## src/logic/snoop_match_pkg.sv

```systemverilog
package snoop_match_pkg;

    // --------------------------------------------------
    // cache line geometry
    // --------------------------------------------------
    localparam int WORD_BITS  = 32;
    localparam int LINE_WORDS = 16;
    localparam int LINE_BYTES = 64;

    // word position inside one line, 0 to 15
    typedef logic [3:0] word_idx_t;

    // pattern length in words, legal range 1 to 16
    typedef logic [4:0] pat_len_t;

    // one cache line seen two ways
    // flat is the bus view, words is the indexed view with word 0 in the low bits
    typedef union packed {
        logic [LINE_WORDS*WORD_BITS-1:0]      flat;
        logic [LINE_WORDS-1:0][WORD_BITS-1:0] words;
    } cache_line_u;

    // --------------------------------------------------
    // matcher result and event records
    // --------------------------------------------------
    // partial means the pattern head sits at the line tail
    typedef enum logic [1:0] {
        MATCH_NONE    = 2'd0,
        MATCH_FULL    = 2'd1,
        MATCH_PARTIAL = 2'd2
    } match_kind_e;

    // snooped line as handed over by the snoop monitor
    typedef struct packed {
        logic [31:0] addr;
        cache_line_u line;
    } snoop_event_t;

    // one report per snoop
    // offset and span flag stay zero when nothing was found
    typedef struct packed {
        logic        found;
        logic        spans_two_lines;
        word_idx_t   word_offset;
        logic [31:0] line_addr;
    } match_report_t;

endpackage
```

## src/logic/line_fetch_master.sv

```systemverilog
`timescale 1ns/100ps

module line_fetch_master
    import snoop_match_pkg::*;
#(
    parameter int ADDR_WIDTH = 32
)
(
    input  logic                  ace_aclk,
    input  logic                  ace_aresetn,
    input  logic                  i_start,
    input  logic [ADDR_WIDTH-1:0] i_base_addr,
    output logic                  o_done,
    output cache_line_u           o_line,
    output logic                  o_wb_cyc,
    output logic                  o_wb_stb,
    output logic [ADDR_WIDTH-1:0] o_wb_adr,
    input  logic [WORD_BITS-1:0]  i_wb_dat,
    input  logic                  i_wb_ack
);

    // --------------------------------------------------
    // request state
    // --------------------------------------------------
    // active spans the whole line read, wb_req one word request
    logic        active;
    logic        wb_req;
    word_idx_t   word_cnt;
    cache_line_u line_q;

    // classic cycle, cyc and stb move together
    assign o_wb_cyc = wb_req;
    assign o_wb_stb = wb_req;
    assign o_line   = line_q;

    always_ff @(posedge ace_aclk)
    begin
        if (!ace_aresetn)
        begin
            active   <= 1'b0;
            wb_req   <= 1'b0;
            word_cnt <= '0;
            o_done   <= 1'b0;
        end
        else
        begin
            o_done <= 1'b0;
            if (i_start && !active)
            begin
                active   <= 1'b1;
                wb_req   <= 1'b1;
                word_cnt <= '0;
            end
            else if (wb_req && i_wb_ack)
            begin
                // drop strobes for one idle cycle between words
                wb_req   <= 1'b0;
                word_cnt <= word_cnt + 1'b1;
                if (word_cnt == word_idx_t'(LINE_WORDS - 1))
                begin
                    // last word in, line complete
                    active <= 1'b0;
                    o_done <= 1'b1;
                end
            end
            else if (active && !wb_req)
            begin
                wb_req <= 1'b1;
            end
        end
    end

    // --------------------------------------------------
    // address stepping and line assembly
    // --------------------------------------------------
    always_ff @(posedge ace_aclk)
    begin
        if (i_start && !active)
            o_wb_adr <= i_base_addr;
        else if (wb_req && i_wb_ack)
            o_wb_adr <= o_wb_adr + ADDR_WIDTH'(WORD_BITS / 8);
    end

    // each acked word drops into its own slot
    always_ff @(posedge ace_aclk)
    begin
        if (wb_req && i_wb_ack)
            line_q.words[word_cnt] <= i_wb_dat;
    end

    // a request is held until the slave acks it
    a_stb_hold : assert property (@(posedge ace_aclk) disable iff (!ace_aresetn)
        (o_wb_stb && !i_wb_ack) |=> (o_wb_stb && $stable(o_wb_adr)));

endmodule

```

## config.mk

```make
export PLATFORM = sky130hd
export DESIGN_NAME = line_fetch_master
export DESIGN_NICKNAME = d
export VERILOG_FILES = /design/src/logic/snoop_match_pkg.sv /design/src/logic/line_fetch_master.sv
export SDC_FILE = /design/constraint.sdc
export NUM_CORES = 1
export LEC_CHECK = 0
export ABC_AREA = 1
export BUFFER_PORTS_ARGS = -buffer_cell sky130_fd_sc_hd__buf_2
export CAP_MARGIN = 40
export CELL_PAD_IN_SITES_DETAIL_PLACEMENT = 1
export CELL_PAD_IN_SITES_GLOBAL_PLACEMENT = 1
export CORE_AREA = 2 2 243 245
export DETAILED_ROUTE_END_ITERATION = 7
export DIE_AREA = 0 0 245 247
export HOLD_SLACK_MARGIN = 0.05
export PLACE_DENSITY_LB_ADDON = 0.1
export SLEW_MARGIN = 20
export SYNTH_ARGS = -nofsm -noshare
export SYNTH_HDL_FRONTEND = slang
export SYNTH_SLANG_ARGS = --single-unit
```

## constraint.sdc

```tcl
create_clock -name ace_aclk -period 2.79 [get_ports ace_aclk]
set_input_delay 0.279 -clock ace_aclk [delete_from_list [all_inputs] [get_ports ace_aclk]]
set_output_delay 0.279 -clock ace_aclk [all_outputs]
set_load 0.005 [all_outputs]
```

==> results.md <==
* Hold WC Path Type: in -> reg
* Crit share post-route at between 70% and 80%
* Pin slew with the least headroom to its limit at 0.594 ns
* Outcome: finished clean
* Detailed-router iteration count before antenna repair at 4
* CTS Buf Count at 58
* Crit path max fanout at 32
* Post-detail-place hpwl at around 50000 µm
* CP endpoint kind: register
* Startpoint types: register
* Syn Inst Count at 877
* First-pass GRT wire length at between 80000 and 90000 µm
* Total GRT Usage at between 20% and 30%
* Critical path class: reg -> reg
* Sequential fraction of the synthesis area at between 90% and 100%
* Worst r2r src: o_wb_cyc
* Synth top area cells: edfxtp_1 (91%), nand2_1 (2.8%), nor2_1 (1.0%), nand3_1 (0.97%), dfxtp_1 (0.78%)
* Ports at 615
* Die width at ~250 µm
* FP Rows at 89
* Largest net degree at the start of global routing at 39
* Worst Hold Launch: i_wb_dat[31]
* Final hold vios at 0
* Clock net sink count at 551
* Share of cells above drive strength 1 at between 40 and 50%
* Max VDD drop at 0.000468 V
* Post-synth cell types at 26
* Vias post-DR at 10800
* Top FF cell, synth: edfxtp_1
* Max Slew Vio Count at 0
* Vias in the first global route at 10600
* Reg2reg path depth at 5
* Worst EP arrival at 2.25 ns
* Synth warnings at 0
* P&R area growth vs syn at 37.0%
* Area of the core at ~58000 µm²
* Slew headroom at approximately three fifths
* Clock Pin Slew Worst Setup and Hold Paths at around 0.06 ns
* Syn Area/Cell at approximately 21 µm²
* Mapped cell area at 18000 µm²
* Final Skew at between 0.01 and 0.015 ns
* LEAKAGE at between 9 and 10 nW
* Max Clk Rate at 495 MHz
* Port-buffer cells at between 600 and 700
* Synth Register Bits at about 550
* GPL Wtd Cong at 0.855
* Power Total at about 18 mW
* Residual DRC count at 0
* CTS tree: built
* Bufs on Longest Clock Path at 3
* CTS HTree Levels at 2
* Post-synth EDFFs at between 500 and 600
* Crit path time final at between 2 and 2.5 ns
* Async SR Flop Fraction at 0%
* Critical Path RT at between 3 and 4 ns
* # setup viols final at 0
* Hold path depth at 1
* RSZ-0062 raised after global routing: false
* Nets at approximately 1700
* WL/cell at around 28 µm
* Yosys top cell area share at between 90% and 100%
* Die Span Y at around 250 µm
* Initial DRC count at between 500 and 600
* CTS root buffer: clkbuf_16
* CP Launch Point: o_wb_cyc
* Power per cell area at about 720 nW/µm²
* Starting Density at between 30% and 40%
* Setup_tns at 0 ns
* Most numerous cell in the Yosys netlist: edfxtp_1
* Reported max-cap violation count at 0
* Grt ovf at 0
* Post-CTS Setup Bufs at 0
* Area leader, netlist: edfxtp_1
* Via density at about 4.5
* Die area at ~61000 µm²
* Diodes inserted at 0
* Syn Nets at 950
* Synth top cells by count: edfxtp_1 (544), nand2_1 (133), nor2_1 (49), nand3_1 (35), inv_1 (28)
* Clk_lat worst skew at approximately 0.61 ns
* Final Routed Wirelength at roughly 67000 µm
* Antenna Nets Post-Route at 0
* Initial antenna violation count at 2
[state kept, by name, indices dropped and copies added (netlist names)]
signal and cells:
o_line 512, o_wb_adr 32, word_cnt 4, active 1, o_done 1, o_wb_cyc 1
[area by class of cell]
class                   count  area, µm²
clock buffers              71       1530
clock inverters            38        400
well taps                 773        967
repair buffers            677       3710
inverters                  32        120
flip-flops and latches    551      16500
multi-input cells         286       1510
fillers                  5951      33500
[critical path: stages, from the launching register on]
cell and delay [ns]:
dfxtp_1 0.37, nand2_1 0.17, inv_1 0.19, nand2_1 0.26, nor2_4 0.14, buf_4 0.49
[logic make-up (layout without fill, tap and decap cells)]
family                     after synthesis  after routing  share of synthesized area [%]
DFF                                    551            551                           91.3
and+or+nand+nor                        253            253                           6.48
buffers and inverters                   40            818                          0.950
AOI/OAI and AO/OA                       25             25                          0.735
adders and majority gates                5              5                          0.347
xor gates and xnor gates                 3              3                          0.146
[worst paths after layout]
kind / endpoint / slack [ns]
max reg2reg: o_line[28] / 0.77
min: o_line[191] / 0.08
min reg2reg: active / 0.54
max: o_line[28] / 0.77
[per-stage QoR]
| step | util [%] | setup slack (ns) | cells | hold slack, ns | cell area [µm²] |
|---|---|---|---|---|---|
| 2_1_floorplan | - | 0.264 | 877 | 0.378 | 18000 |
| 3_3_place_gp | 38.5 | 0.737 | 2284 | 0.530 | 22400 |
| 3_5_place_dp | 38.5 | 0.697 | 2284 | 0.526 | 22400 |
| 4_1_cts | 42.4 | 0.720 | 2428 | 0.0517 | 24700 |
| 5_1_grt | 42.4 | 0.579 | 2428 | 0.0758 | 24700 |
| 6_report | 42.4 | 0.769 | 2428 | 0.0811 | 24700 |
[power breakdown]
group	internal, mW	leakage [nW]	switching [mW]
Sequential	9.22	4.98	0.0937
Combinational	0.202	3.48	0.424
Clock	4.57	0.931	3.23
[repair_timing]
item,in CTS,in global routing
hold endpoints to repair,59,0
endpoints found under the setup margin,0,0
resized for setup,0,0
hold buffers,35,0
[layout by cell type (no fill, tap or decap), types with 6 or more instances in the layout]
| cell type | instances |
|---|---|
| dfxtp_1 | 7 |
| nand3_1 | 35 |
| nor2_1 | 32 |
| a21oi_1 | 8 |
| buf_2 | 614 |
| bufinv_16 | 7 |
| nand2_1 | 133 |
| buf_12 | 6 |
| o21ai_0 | 10 |
| dlygate4sd3_1 | 35 |
| nand2_2 | 10 |
| buf_4 | 22 |
| clkbuf_16 | 59 |
| nor2_4 | 26 |
| inv_1 | 28 |
| clkinv_2 | 10 |
| edfxtp_1 | 544 |
| clkinv_1 | 10 |
| clkinvlp_4 | 6 |
| clkbuf_1 | 11 |
[layer usage]
metal	global-route usage (%)	up-vias	part of all wire (%)
met2	36.8	447	51
met1	25.3	5558	38
met5	0	-	0.031
met3	7.41	80	8.4
met4	6.33	4	2.7
li1	-	4735	-
Power figures use the tool's default switching activity.
